<file path="config.mk">
export PLATFORM = sky130hd
export DESIGN_NAME = ahb_matrix_interconnect
export DESIGN_NICKNAME = d
export VERILOG_FILES = /design/src/verilog/ahb_matrix_pkg.sv /design/src/verilog/ahb_matrix_interconnect.sv
export VERILOG_INCLUDE_DIRS = /design/src /design/src/verilog
export SDC_FILE = /design/constraint.sdc
export NUM_CORES = 1
export LEC_CHECK = 0
export BUFFER_PORTS_ARGS = -buffer_cell sky130_fd_sc_hd__buf_2
export CORE_AREA = 2 2 67 69
export DETAILED_ROUTE_END_ITERATION = 16
export DIE_AREA = 0 0 69 71
export HOLD_SLACK_MARGIN = 0.08
export MAX_ROUTING_LAYER = met4
export PLACE_DENSITY = 0.72
export SLEW_MARGIN = 0
export SYNTH_ARGS = -nofsm -noshare
export SYNTH_HDL_FRONTEND = slang
export SYNTH_SLANG_ARGS = --single-unit
</file>
<file path="constraint.sdc">
create_clock -name HCLK -period 1.2 [get_ports HCLK]
set_input_delay 0.18 -clock HCLK [delete_from_list [all_inputs] [get_ports HCLK]]
set_output_delay 0.18 -clock HCLK [all_outputs]
set_load 0.02 [all_outputs]
</file>
<file path="src/verilog/ahb_matrix_params.svh">
`ifndef AHB_MATRIX_PARAMS_SVH
`define AHB_MATRIX_PARAMS_SVH

// --------------------
// device map
// --------------------

`define AHB_DEVICE_COUNT      3

`define AHB_DEV_RAM           0
`define AHB_DEV_BUSY          1
`define AHB_DEV_GPIO          2

// region match values
`define AHB_RAM_MATCH         4'h0      // HADDR[31:28]
`define AHB_BUSY_MATCH        4'h2      // HADDR[31:28]
`define AHB_GPIO_MATCH        20'h40000 // HADDR[31:12]

// --------------------
// slave sizing
// --------------------

`define AHB_RAM_ADDR_WIDTH    10        // word address, 4 KB
`define AHB_BUSY_WAIT_CYCLES  2

`endif

</file>
<file path="src/verilog/ahb_matrix_pkg.sv">
`default_nettype none

`include "ahb_matrix_params.svh"

package ahb_matrix_pkg;

    typedef logic [31:0]                    haddr_t;
    typedef logic [31:0]                    hdata_t;
    typedef logic [`AHB_DEVICE_COUNT-1:0]   hsel_t;  // one-hot, one bit per slave
    typedef logic [1:0]                     htrans_t;
    typedef logic [2:0]                     hsize_t;
    typedef logic [3:0]                     strobe_t;
    typedef logic [15:0]                    led_t;
    typedef logic [7:0]                     switch_t;

    // wait-state RAM data phase
    typedef enum logic [1:0] {
        BUSY_IDLE,
        BUSY_WAIT,   // hready_out held low
        BUSY_LAST    // final cycle of the data phase
    } busy_state_t;

    // byte lanes touched by a transfer of the given size and offset
    function automatic strobe_t byte_strobe(input hsize_t size, input logic [1:0] offset);
        case (size)
            3'b000:  byte_strobe = strobe_t'(4'b0001 << offset);
            3'b001:  byte_strobe = offset[1] ? 4'b1100 : 4'b0011;
            default: byte_strobe = 4'b1111;  // word and anything wider
        endcase
    endfunction

endpackage

`default_nettype wire

</file>
<file path="src/verilog/ahb_matrix_interconnect.sv">
`timescale 1ns/1ps
`default_nettype none

`include "ahb_matrix_params.svh"

module ahb_matrix_interconnect (
    input  wire                     HCLK,
    input  wire                     HRESETn,
    input  ahb_matrix_pkg::haddr_t  HADDR,
    input  ahb_matrix_pkg::hsel_t   ready_vec,
    input  ahb_matrix_pkg::hdata_t  rdata_ram,
    input  ahb_matrix_pkg::hdata_t  rdata_busy,
    input  ahb_matrix_pkg::hdata_t  rdata_gpio,
    input  ahb_matrix_pkg::hsel_t   resp_vec,
    output ahb_matrix_pkg::hsel_t   hsel,
    output logic                    HREADY,
    output ahb_matrix_pkg::hdata_t  HRDATA,
    output logic                    HRESP
);

    ahb_matrix_pkg::hsel_t addr_sel;  // decoded from the current address
    ahb_matrix_pkg::hsel_t data_sel;  // device owning the data phase

    // --------------------
    // address decode
    // --------------------

    assign addr_sel[`AHB_DEV_RAM]  = (HADDR[31:28] == `AHB_RAM_MATCH);
    assign addr_sel[`AHB_DEV_BUSY] = (HADDR[31:28] == `AHB_BUSY_MATCH);
    assign addr_sel[`AHB_DEV_GPIO] = (HADDR[31:12] == `AHB_GPIO_MATCH);

    // --------------------
    // selection
    // --------------------

    // a slave only ends its data phase when every slave is ready
    assign HREADY = &ready_vec;

    // address-phase select is held low while stalled
    assign hsel = HREADY ? addr_sel : '0;

    always_ff @(posedge HCLK) begin
        if (!HRESETn) begin
            data_sel <= '0;
        end else if (HREADY) begin
            data_sel <= hsel;  // empty when unmapped
        end
    end

    // --------------------
    // response mux
    // --------------------

    always_comb begin
        HRDATA = '0;  // unmapped reads return zero
        if (data_sel[`AHB_DEV_RAM]) begin
            HRDATA = rdata_ram;
        end else if (data_sel[`AHB_DEV_BUSY]) begin
            HRDATA = rdata_busy;
        end else if (data_sel[`AHB_DEV_GPIO]) begin
            HRDATA = rdata_gpio;
        end
    end

    // only the owner of the data phase may flag a response
    assign HRESP = |(resp_vec & data_sel);

endmodule

`default_nettype wire

</file>
After elaboration in Yosys (flattened, before gate mapping) --
Cells that the tools add are included. W data, S select, Z words.
Operators by class: reduce and logical (&&, ||, !) cells 3, add/sub/neg operators 0, muxes and demuxes 4, divide/modulo/power cells 0, multiply operators 0, equality and inequality tests 2, order comparisons 0, shifts and indexed selects 0, bitwise operators 1
Operator list (count):
- $mux W32 | 3
- $eq A20 B19 Y1 const B | 1
- $eq A4 B2 Y1 const B | 1
- $logic_not A4 Y1 | 1
- $and A3 B3 Y3 | 1
- $mux W3 | 1
- $reduce_and A3 Y1 | 1
- $reduce_or A3 Y1 | 1
Word-level totals: register bits 3, RAM bits 0, bits in read-only memories 0, input port bits 136, logic and storage cells 11, memories 0, output and inout port bits 37, latch bits 0

Logic depth before layout (Yosys ltp) --
depth in word-level cells 3, gate-level depth with buffers 6, depth with buffers taken out 4

Worst setup path after synthesis --
OpenSTA, ideal clock, no wires.
kind input port to output port, start input ready_vec[2], end output hsel[2], buffers on the path 0, setup slack -0.298 ns, arrival time 1.318 ns, stages 4, cell sequence nand3_1 inv_2 nand2_1 nor4b_1
Between the ends: cells in the longest elaborated chain, start to end 2
Ends and longest elaborated chain:
- start, declared | RTL line ahb_matrix_interconnect.sv:10 | input ahb_matrix_pkg::hsel_t ready_vec,
- $reduce_and A3 Y1 | RTL line ahb_matrix_interconnect.sv:37 | assign HREADY = &ready_vec;
- named net HREADY | RTL line ahb_matrix_interconnect.sv:16 | output logic HREADY,
- $mux W3 | RTL line ahb_matrix_interconnect.sv:40 | assign hsel = HREADY ? addr_sel : '0;
- end, declared | RTL line ahb_matrix_interconnect.sv:15 | output ahb_matrix_pkg::hsel_t hsel,
The timed path passes the listed nets, and every way through them passes these cells.

Worst setup path in the final report --
start register data_sel[2], end output HRDATA[29]
Between the ends: cells in the longest elaborated chain, start to end 3
Ends and longest elaborated chain:
- start, declared | RTL line ahb_matrix_interconnect.sv:22 | ahb_matrix_pkg::hsel_t data_sel;
- start signal, assigned | RTL line ahb_matrix_interconnect.sv:46 | data_sel <= hsel;
- $mux W32 | RTL line ahb_matrix_interconnect.sv:60 | end else if (data_sel[`AHB_DEV_GPIO]) begin
- $mux W32 | RTL line ahb_matrix_interconnect.sv:58 | end else if (data_sel[`AHB_DEV_BUSY]) begin
- $mux W32 | RTL line ahb_matrix_interconnect.sv:56 | if (data_sel[`AHB_DEV_RAM]) begin
- end, declared | RTL line ahb_matrix_interconnect.sv:17 | output ahb_matrix_pkg::hdata_t HRDATA,
No other way between the ends.

==> metrics <==
status=finished with violations; failing checks=setup timing; clk sinks=3; Slew headroom=roughly 83%; die area=0.00490 mm²; Synth area leader=a22oi_2; DRC Markers=0; Yosys reg bits=3; Synth Warn #=0; gr usage total=about a fifth; drt initial violations=between 50 and 60; DIE HEIGHT=71 µm; number of placement rows=24; DP Wirelength=about 3.4 mm; Pwr Total=719 µW; cell area power density=~280 mW/mm²; Cell Int Power=a little over 500 µW; Flop pwr share=between 10 and 15%; CP startpoint kind=flop; crit path time final=~1.5 ns; via count of the routed design=between 1,500 and 2,000; Worst Setup SP=data_sel[2]; top-count cell post-synth=nand2_1; EDFF count, synth=0; worst path required time=slightly above 1 ns; VDD IR max=roughly 0.00042 V; largest net degree at the start of global routing=36; share of layout cells above drive strength 1=between 80 and 90%; # fillers=roughly 360; Total Wirelength=4.92 mm; initial antenna violation count=0; Combinational Power Share=approximately 45%; MaxCap Viol Count=0; pre-CTS WS=-0.108 ns; Largest register FFs=3; Area Overhead vs Synth=162%; FMAX=roughly 0.65 GHz; CP Class=reg2out; top-area cell type share of the netlist area=a little over a quarter; HP Start=HRESETn; final count of negative-setup-slack endpoints=34; post-DR wirelength/cell=~13 µm; PortBufs=between 150 and 200; Critical Path AT=1.35 ns; Synth top cells by count=nand2_1, o21ai_1, a22oi_2; initial core utilization=between 20 and 25%; Reg2Reg Setup Slack=about 0.15 ns; Worst Hold Class=in2reg; IO Count=between 150 and 200; Synth Cell Area=roughly 960 µm²; average size of a mapped cell=between 6 and 7 µm²; antenna fix cells=0; biggest regs=data_sel (3); Crit Reg-Reg Endpoint=data_sel[1]; RR Startpoint=data_sel[1]; Net Sw Frac=~28%; dominant synthesized flop cell=dfxtp_1; number of CTS-inserted buffers=3; Fin. Hold Viols=0; Die Span X=between 60 and 70 µm; global placement routability congestion=roughly 0.74; syn_nets=between 200 and 300; Async SR Flop Fraction=0%; ANT nets after route=0; Clock Power Share=approximately two fifths; cell count after synthesis=140; switching pwr=between 200 and 250 µW; clk buf depth=2; Final WS setup=-0.328 ns; post-cts hold buffer count=0; cells taking the most area after synthesis=a22oi_2, o21ai_1, nand2_1, a22oi_1, dfxtp_1; Worst Path Max Fanout=8; fin. max-slew vios=0; Clock Latency Late Sink=between 0.2 and 0.25 ns; Worst Max-Slew Pin Slew=0.250 ns; nets@finish=between 400 and 500; leakage power=about 1.2 nW; CP endpoint=HRDATA[29]; global-route wire length before repair=between 7 and 8 mm; fin crit share=127%; TritonRoute pass-1 iters=7; Most flops, register=data_sel; DR vias/cell=~4.8; worst r2r path cells=4; TritonCTS clock tree=yes; htree depth=1; Core Box Area=0.00420 mm²; Setup Skew=0 ns; post-synthesis sequential area ratio=6.24%; Final Core Density=about three fifths; Crit. End Element=output pin; vias in the first global route=between 1,500 and 2,000; total congestion overflow=0; RSZ-0062 raised after global routing=yes; Clock Pin Slew Worst Setup and Hold Paths=about 0.030 ns; synth unique cells=27; CTS root buf=clkbuf_8
[area by class of cell]
class                           count  area (µm²)  share of cell area, %
Timing Repair Buffer              185        1350                   53.3
Clock buffer                        4        45.0                   1.78
Inverter                            3        11.3                  0.446
Multi-Input combinational cell    119         991                   39.2
Tap cell                           52        65.1                   2.58
Sequential cell                     3        66.3                   2.63
[power by group through the flow]
stage | clock network, mW | logic (mW) | registers, mW
floorplan | 0 | 0.0473 | 0.102
detailed placement | 0 | 0.277 | 0.103
CTS | 0.302 | 0.299 | 0.0995
global route | 0.316 | 0.350 | 0.0995
finish | 0.297 | 0.323 | 0.0995
global placement | 0 | 0.270 | 0.103
[timing repair]
item	4_1_cts	5_1_grt
pin swaps	16	21
gates cloned	4	0
resized for setup	67	30
setup buffers	12	3
endpoints found under the setup margin	34	35
[kinds of logic (layout without fill, tap and decap cells)]
group,after synthesis,after routing,synth area share (%)
flops,3,3,6.24
buf+inv,18,192,11.8
compound gates,68,68,56.3
simple gates,51,51,25.6
[metal layers]
layer  track usage (%)  routed length [µm]  part of all wire (%)  vias up
met4              4.58                  46                  0.93        0
met2              38.2                2760                    56       95
met3              4.13                 359                   7.3        5
met5                 -                   0                     0        -
met1              19.7                1750                    36      792
li1                  -                   -                     -      877
[through the flow]
step	area (µm²)	TNS, ns	hold WS (ns)	cells
3_3_place_gp	2000	-1.11	0.438	349
2_1_floorplan	1100	-0.936	0.297	140
5_1_grt	2520	-11.08	0.232	366
6_report	2520	-9.08	0.226	366
4_1_cts	2440	-9.23	0.222	368
3_5_place_dp	2000	-1.63	0.447	349
[critical path, stage by stage, from the launching register on]
cell and delay (ns):
dfxtp_2 0.32, nor2b_4 0.19, buf_6 0.14, buf_12 0.12
a22oi_2 0.06, o21ai_2 0.16, buf_6 0.13
[how the worst min path moves through the flow]
stage | depth (start not counted) | slack [ns] | endpoint
after global routing | 2 | 0.23 | data_sel[1]
after global placement | 2 | 0.44 | data_sel[1]
final | 2 | 0.23 | data_sel[1]
after floorplan | 1 | 0.30 | data_sel[1]
after detailed placement | 2 | 0.45 | data_sel[1]
after CTS | 2 | 0.22 | data_sel[1]
[cells in the final DEF (no fill, tap or decap), drive strengths merged, types with 2 or more instances in the layout]
master / count
a22oi: 32
buf: 185
clkbuf: 4
dfxtp: 3
inv: 3
nand2: 37
nand3: 2
nor3: 2
nor4: 3
nor4b: 2
o21ai: 32
No activity file was read; power rests on OpenSTA's default activity.
