$ cat src/verilog/ahb_matrix_params.svh
`ifndef AHB_MATRIX_PARAMS_SVH
`define AHB_MATRIX_PARAMS_SVH

// --------------------
// device map
// --------------------

`define AHB_DEVICE_COUNT      3

`define AHB_DEV_RAM           0
`define AHB_DEV_BUSY          1
`define AHB_DEV_GPIO          2

// region match values
`define AHB_RAM_MATCH         4'h0      // HADDR[31:28]
`define AHB_BUSY_MATCH        4'h2      // HADDR[31:28]
`define AHB_GPIO_MATCH        20'h40000 // HADDR[31:12]

// --------------------
// slave sizing
// --------------------

`define AHB_RAM_ADDR_WIDTH    10        // word address, 4 KB
`define AHB_BUSY_WAIT_CYCLES  2

`endif

$ cat src/verilog/ahb_matrix_pkg.sv
`default_nettype none

`include "ahb_matrix_params.svh"

package ahb_matrix_pkg;

    typedef logic [31:0]                    haddr_t;
    typedef logic [31:0]                    hdata_t;
    typedef logic [`AHB_DEVICE_COUNT-1:0]   hsel_t;  // one-hot, one bit per slave
    typedef logic [1:0]                     htrans_t;
    typedef logic [2:0]                     hsize_t;
    typedef logic [3:0]                     strobe_t;
    typedef logic [15:0]                    led_t;
    typedef logic [7:0]                     switch_t;

    // wait-state RAM data phase
    typedef enum logic [1:0] {
        BUSY_IDLE,
        BUSY_WAIT,   // hready_out held low
        BUSY_LAST    // final cycle of the data phase
    } busy_state_t;

    // byte lanes touched by a transfer of the given size and offset
    function automatic strobe_t byte_strobe(input hsize_t size, input logic [1:0] offset);
        case (size)
            3'b000:  byte_strobe = strobe_t'(4'b0001 << offset);
            3'b001:  byte_strobe = offset[1] ? 4'b1100 : 4'b0011;
            default: byte_strobe = 4'b1111;  // word and anything wider
        endcase
    endfunction

endpackage

`default_nettype wire

$ cat src/verilog/ahb_gpio_slave.sv
`timescale 1ns/1ps
`default_nettype none

module ahb_gpio_slave (
    input  wire                     HCLK,
    input  wire                     HRESETn,
    input  wire                     HSEL,
    input  ahb_matrix_pkg::haddr_t  HADDR,
    input  ahb_matrix_pkg::htrans_t HTRANS,
    input  wire                     HWRITE,
    input  ahb_matrix_pkg::hdata_t  HWDATA,
    input  ahb_matrix_pkg::switch_t switches,
    output ahb_matrix_pkg::hdata_t  HRDATA,
    output logic                    hready_out,
    output logic                    HRESP,
    output ahb_matrix_pkg::led_t    leds
);

    localparam logic [9:0] REG_LED    = 10'd0;  // offset 0x0
    localparam logic [9:0] REG_SWITCH = 10'd1;  // offset 0x4

    logic                     accept;
    logic [9:0]               reg_r;     // word offset within the 4 KB window
    logic                     write_r;
    ahb_matrix_pkg::switch_t  sw_meta;
    ahb_matrix_pkg::switch_t  sw_sync;

    assign accept = HSEL && HTRANS[1];

    // --------------------
    // bus side
    // --------------------

    always_ff @(posedge HCLK) begin
        if (!HRESETn) begin
            write_r <= 1'b0;
        end else begin
            write_r <= accept && HWRITE;
        end
    end

    always_ff @(posedge HCLK) begin
        if (accept) begin
            reg_r <= HADDR[11:2];
        end
    end

    // led register, written at the end of the data phase
    always_ff @(posedge HCLK) begin
        if (!HRESETn) begin
            leds <= '0;
        end else if (write_r && reg_r == REG_LED) begin
            leds <= HWDATA[15:0];
        end
    end

    // two-flop synchronizer for the asynchronous switches
    always_ff @(posedge HCLK) begin
        if (!HRESETn) begin
            sw_meta <= '0;
            sw_sync <= '0;
        end else begin
            sw_meta <= switches;
            sw_sync <= sw_meta;
        end
    end

    always_comb begin
        case (reg_r)
            REG_LED:    HRDATA = {16'h0000, leds};
            REG_SWITCH: HRDATA = {24'h000000, sw_sync};
            default:    HRDATA = '0;  // holes read zero
        endcase
    end

    assign hready_out = 1'b1;
    assign HRESP      = 1'b0;

endmodule

`default_nettype wire

$ cat config.mk
export PLATFORM = sky130hd
export DESIGN_NAME = ahb_gpio_slave
export DESIGN_NICKNAME = d
export VERILOG_FILES = /design/src/verilog/ahb_matrix_pkg.sv /design/src/verilog/ahb_gpio_slave.sv
export VERILOG_INCLUDE_DIRS = /design/src /design/src/verilog
export SDC_FILE = /design/constraint.sdc
export NUM_CORES = 1
export LEC_CHECK = 0
export BUFFER_PORTS_ARGS = -buffer_cell sky130_fd_sc_hd__buf_2
export CAP_MARGIN = 10
export CORE_MARGIN = 3
export CORE_UTILIZATION = 43
export DETAILED_ROUTE_END_ITERATION = 6
export GPL_TIMING_DRIVEN = 0
export PLACE_DENSITY_LB_ADDON = 0.1
export SETUP_SLACK_MARGIN = 0.15
export SLEW_MARGIN = 40
export SYNTH_ARGS = -nofsm -noshare
export SYNTH_HDL_FRONTEND = slang
export SYNTH_SLANG_ARGS = --single-unit
$ cat constraint.sdc
create_clock -name HCLK -period 3.8 [get_ports HCLK]
set_clock_uncertainty 0.05 [all_clocks]
set_input_delay 0.57 -clock HCLK [delete_from_list [all_inputs] [get_ports HCLK]]
set_output_delay 0.57 -clock HCLK [all_outputs]
set_load 0.03 [all_outputs]
# Word level (Yosys, flattened, before mapping)

Index checks and enable logic that the tools add are counted.

Logic and storage cells: 11
Input port bits: 78
Flip-flop bits (word level): 43

Eq/ne operators: 1
Reduce and logical (&&, ||, !) cells: 4
Mux-type cells: 1

Operator list:

| kind                                                                    | count |
|---|---|
| 16-bit case mux with 2 select lines                                     | 1 |
| 10-bit by 1-bit equality test with 1-bit output (second input constant) | 1 |
| 10-bit logical NOT                                                      | 1 |
| 1-bit logical AND                                                       | 3 |

# Longest topological paths before layout

Gate-level depths: netlist of run 1.

Depth after elaboration: 2
Gate-level depth with buffers: 5

# Least setup slack after synthesis of run 1

OpenSTA, ideal clock, no wires.

Kind: reg-to-output
Start: reg reg_r[4]
End: out HRDATA[0]
Stages on the path, launching flop included: 5
Slack: 1.331 ns
Arrival time: 1.849 ns
Cell sequence: edfxtp_1 -> or4_4 -> or3_1 -> clkbuf_1 -> nor2_1

Cells in the longest elaborated chain, start to end: 2

Ends and longest elaborated chain:

| what                                                                                         | line                 | RTL |
|---|---|---|
| start, declared                                                                              | ahb_gpio_slave.sv:23 | `logic [9:0] reg_r;` |
| start signal, assigned                                                                       | ahb_gpio_slave.sv:44 | `reg_r <= HADDR[11:2];` |
| 10-bit by 1-bit equality test with 1-bit output / 10-bit logical NOT (equally long branches) | ahb_gpio_slave.sv:69 | `case (reg_r)` |
| 16-bit case mux with 2 select lines (*)                                                      | ahb_gpio_slave.sv:69 |  |
| end, declared                                                                                | ahb_gpio_slave.sv:13 | `output ahb_matrix_pkg::hdata_t HRDATA,` |

Every way passes the cells marked *; elsewhere a longest branch is shown, timed or not.

# Worst setup path after layout of run 1

Start: reg reg_r[9]
End: out HRDATA[7]

Same word-level chain as after synthesis.

==> results.md, run 1 <==
* GRT Total Usage at 15.47%
* First-pass GRT wire length at 5.865 mm
* Slew margin rel. at 52.87%
* Hpwl dp at 2.800 mm
* Final Power at 0.8529 mW
* Startpoint types: register
* GPL Wtd Cong at 0.7364
* Die area at 4879 um2
* Post-CTS setup buffer count at 0
* Cell Count, Final, Fillers Out at 308
* First-pass DRT Iterations at 4
* Cell Pwr Density at 369.0 nW/um2
* CTS resizes at 0
* Core area at 3799 um2
* Number of port buffers at 69
* Crit-path leading delay family: simple AND/OR/NAND/NOR gates
* Remaining DRCs at 0
* Worst Setup EP: HRDATA[7]
* Final cycle utilization of the critical path at 75.78%
* Layout cell share with drive strength beyond 1 at 37.69%
* Max VDD drop at 297.1 uV
* Yosys warns at 0
* #FFs+latches synth at 43
* Worst Setup SP: reg_r[9]
* Yosys cell types at 17
* Row cnt at 22
* H-tree Lvls at 2
* Final antenna diode count at 0
* Max cap viols at 0
* CP Class: register to output pin
* Clk Latency, worst-skew pair at 0.30 ns
* Fin crit period at 2.880 ns
* Vias per cell at 4.247
* Layout area overhead at 31.83%
* Worst path slowest cell: or4_1
* Max FO, Critical Path at 8
* Critical Path Stages at 5
* Design area at 2311 um2
* Highest clock rate at 0.3473 GHz
* Fin util at 60.84%
* P_leak at 1.112 nW
* Initial detailed-routing violation count at 35
* Vias at 1308
* Largest net degree at the start of global routing at 15
* Worst EP arrival at 2.26 ns
* Max-slew violations at 0
* Seq/Total Area, Yosys at 54.82%
* Most frequent cells in the layout: buf_2, dfxtp_1, nand2_1
* Commonest non-fill, non-tap cell in the layout: buf_2
* Clk sinks at 43
* Initial Util at 46.15%
* Area post-placement at 2225 um2
* I/O pins at 128
* Reg clk slew, reported paths at 0.08 ns
* Cells after DPL at 300
* Worst-Margin Slew at 0.7070 ns
* Setup ws final at 0.9204 ns
* Hold Fails Final Rpt at 0
* Post-DRT Antenna Nets at 0
* CP Capture Type: output pin
* Cell Area, Synth at 1753 um2
* # nets final at 337
* FF-to-FF End: leds[13]
* Worst R2R Setup Slack at 1.63 ns
* Reg2reg start: reg_r[9]
* Chip height at 69.85 um
* Worst path bufs/invs at 2
* Cell Chain, Critical Path: or4_1, or3_1, clkbuf_1, nor2_1, buf_2
* TNS Setup at 0 ns
* Routed WL per cell at 11.79 um
* RSZ-0062 raised after global routing: no
* Vias in the first global route at 1222
* Synth Instances at 167
* CP required at 3.18 ns
* Final setup vio count at 0
* CTS tree: yes
* Clock tree buffer depth at 2
* Detailed Route WL at 3.631 mm
* Status: finished clean
* CTS Buf Count at 5
* GR Overflow Total at 0
* Die span in x at 69.85 um
* Tightest Hold Check Type: register to register
* Syn avg cell area at 10.50 um2
* Slowest Stage Delay on Critical Path at 0.63 ns
* Initial antenna violation count at 0
* Hold_ws at 0.3841 ns
* Worst Reg-to-Reg Cells at 4
* Fill cell count at 358
* DP Worst Slack at 1.214 ns
* Hold_buf cts at 0
* Root Driver: clkbuf_8
==> where the power goes <==
part | total, mW | internal [mW] | switching, mW
logic | 0.0857 | 0.0371 | 0.0486
clock network | 0.280 | 0.130 | 0.150
registers | 0.487 | 0.483 | 0.00391
==> worst min-delay path by stage <==
stage	start	endpoint	slack, ns	cells after the start
6_report	sw_meta[6]	sw_sync[6]	0.38	1
3_3_place_gp	sw_meta[5]	sw_sync[5]	0.36	1
4_1_cts	HADDR[4]	reg_r[2]	0.38	1
3_5_place_dp	sw_meta[6]	sw_sync[6]	0.37	1
2_1_floorplan	sw_meta[0]	sw_sync[0]	0.36	1
5_1_grt	HADDR[2]	reg_r[0]	0.39	1
==> kinds of logic after synthesis <==
kind of cell / share of synthesized area [%]
buffers and inverters: 9.850
muxes: 13.70
and+or+nand+nor: 21.20
DFF: 54.82
other: 0.4284
==> flip-flops by register name (all words and copies together) (netlist names) <==
name / flops
sw_sync: 8
write_r: 1
sw_meta: 8
leds: 16
reg_r: 10
==> cell usage after synthesis <==
cell      instances  area (um2)
nor4_4            1       21.27
or3_1             1       6.260
buf_6             1       11.26
nand2b_1          1       6.260
dfxtp_1          33       660.6
and2_1           25       156.4
buf_4            18       135.1
or4_1             1       7.510
mux2i_1          24       240.2
or4_4             1       11.26
clkbuf_1          7       26.28
and3_1            1       6.260
conb_1            2       7.510
nor2_1            8       30.03
nor4_1            1       6.260
nand2_1          32       120.1
edfxtp_1         10       300.3
==> metal layers <==
metal	wire [um]	global-route usage [%]	up-vias
met2	1746	25.81	52
met1	1554	18.62	565
met5	0	0	-
li1	-	-	686
met3	283	5.324	5
met4	46	5.106	0
==> layout make-up <==
type / instances / area [um2] / area share, %
flip-flops and latches: 43 / 960.9 / 41.58
multi-input cells: 114 / 685.7 / 29.67
repair buffers: 69 / 345.3 / 14.94
plain buffers: 26 / 172.7 / 7.472
clock buffers: 6 / 72.57 / 3.140
well taps: 48 / 60.06 / 2.599
clock inverters: 2 / 13.76 / 0.5956
Note: power is estimated with default switching activity, not from simulation.
==> run 2: changes to the inputs <==
Settings changed: CORE_UTILIZATION 43 to 36.
Clock period 3.8 ns to 2.57 ns, I/O delays scaled along.
==> results.md, run 2 (synthesis results as in run 1) <==
* Final antenna diode count at 0
* GR Util met1 at 16.01%
* P_leak at 1.186 nW
* Die area at 5743 um2
* Slowest Stage Delay on Critical Path at 0.57 ns
* CP Class: register to output pin
* Worst Reg-to-Reg Cells at 5
* Final setup vio count at 0
* Initial Util at 38.66%
* Vias in the first global route at 1129
* Hold path cells at 1
* Area post-placement at 2246 um2
* CTS Buf Count at 5
* Remaining DRCs at 0
* Worst path bufs/invs at 2
* Detailed Route WL at 3.759 mm
* Root Driver: clkbuf_8
* Largest net degree at the start of global routing at 14
* First-pass GRT wire length at 5.382 mm
* Die span in x at 75.78 um
* Vias at 1319
* Final cycle utilization of the critical path at 96.43%
* Routed WL per cell at 11.46 um
* Largest registers: leds x16, reg_r x10
* Post-DRT Antenna Nets at 0
* I/O pins at 128
* Hold Fails Final Rpt at 0
* Most frequent cells in the layout: buf_2, dfxtp_1, nand2_1
* GRT busiest layer: met2
* Cell Pwr Density at 541.2 nW/um2
* Hpwl dp at 2.820 mm
* Met3 Resource Use GR at 5.277%
* GPL Wtd Cong at 0.6302
* Fin util at 57.75%
* Max FO, Critical Path at 8
* Met2 usage at 19.96%
* Max VDD drop at 344.8 uV
* Fin crit period at 2.478 ns
* Max reg flops at 16
* Fill cell count at 417
* Startpoint types: register
* Worst path slowest cell: or4_4
* Cell Chain, Critical Path: or4_4, or3_4, clkbuf_16, nor2_4, buf_6
* # nets final at 340
* Layout area overhead at 49.39%
* Initial detailed-routing violation count at 34
* GR Overflow Total at 0
* Row cnt at 24
* GRT Total Usage at 12.85%
* Clock tree buffer depth at 2
* Worst-Margin Slew at 0.7622 ns
* RSZ-0062 raised after global routing: yes
* Layout cell share with drive strength beyond 1 at 45.63%
* CP required at 2.13 ns
* TNS Setup at 0 ns
* Clk sinks at 43
* Reg2reg start: reg_r[6]
* Status: finished clean
* Initial antenna violation count at 0
* CTS tree: yes
* FF-to-FF End: leds[14]
* Worst R2R Setup Slack at 0.32 ns
* CP Capture Type: output pin
* Worst EP arrival at 2.04 ns
* Core area at 4534 um2
* Max-slew violations at 0
* Hold_ws at 0.2152 ns
* Chip height at 75.78 um
* Clk Latency, worst-skew pair at 0.29 ns
* Vias per cell at 4.021
* Slew margin rel. at 49.19%
* First-pass DRT Iterations at 4
* Tightest Hold Check Type: input pin to register
* Hold path startpoint: HADDR[11]
* Commonest non-fill, non-tap cell in the layout: buf_2
* H-tree Lvls at 2
* Crit-path leading delay family: simple AND/OR/NAND/NOR gates
* Highest clock rate at 0.4035 GHz
* Max cap viols at 0
* Design area at 2619 um2
* Reg clk slew, reported paths at 0.08 ns
* Hold Path Sink: reg_r[9]
* Top reg by flops: leds
* Number of port buffers at 69
## run 2: worst max-delay path by stage
stage,from,end,cells past startpoint
floorplan,reg_r[4],HRDATA[0],4
global placement,reg_r[4],HRDATA[15],4
CTS,reg_r[2],HRDATA[5],5
finish,reg_r[6],HRDATA[6],5
global route,reg_r[6],HRDATA[5],5
detailed placement,reg_r[4],HRDATA[8],4
## run 2: layer usage
metal  part of all wire, %  up-vias
li1                      -      691
met1                    44      576
met2                    48       50
met3                   7.6        2
met4                  0.61        0
met5                     0        -
## run 2: layout make-up
type | count | area [um2] | share of cell area [%]
multi-input cells | 114 | 783.3 | 29.91
flip-flops and latches | 43 | 960.9 | 36.69
plain buffers | 26 | 193.9 | 7.406
clock inverters | 1 | 30.03 | 1.147
repair buffers | 72 | 471.7 | 18.01
clock buffers | 7 | 97.59 | 3.727
well taps | 65 | 81.33 | 3.106
## run 2: through the flow
stage | total power [mW] | setup WS [ns] | cells
6_report | 1.417 | 0.09180 | 328
5_1_grt | 1.475 | 0.01613 | 328
4_1_cts | 1.434 | 0.04863 | 326
3_5_place_dp | 0.8637 | 0.1533 | 317
3_3_place_gp | 0.8626 | -0.1647 | 317
2_1_floorplan | 0.8251 | 0.2853 | 183
## run 2: what timing repair did
| action | CTS | global route |
|---|---|---|
| hold buffers | 0 | 0 |
| resized for setup | 39 | 33 |
| buffers inserted | 1 | 2 |
| endpoints found under the setup margin | 16 | 16 |
| pin swaps | 12 | 3 |
## run 2: report_power, final
part           internal [mW]  total (mW)  leakage, nW  switching, mW
clock                  0.349       0.564       0.0636          0.215
combinational         0.0569       0.132        0.759         0.0752
sequential             0.715       0.721        0.363        0.00663
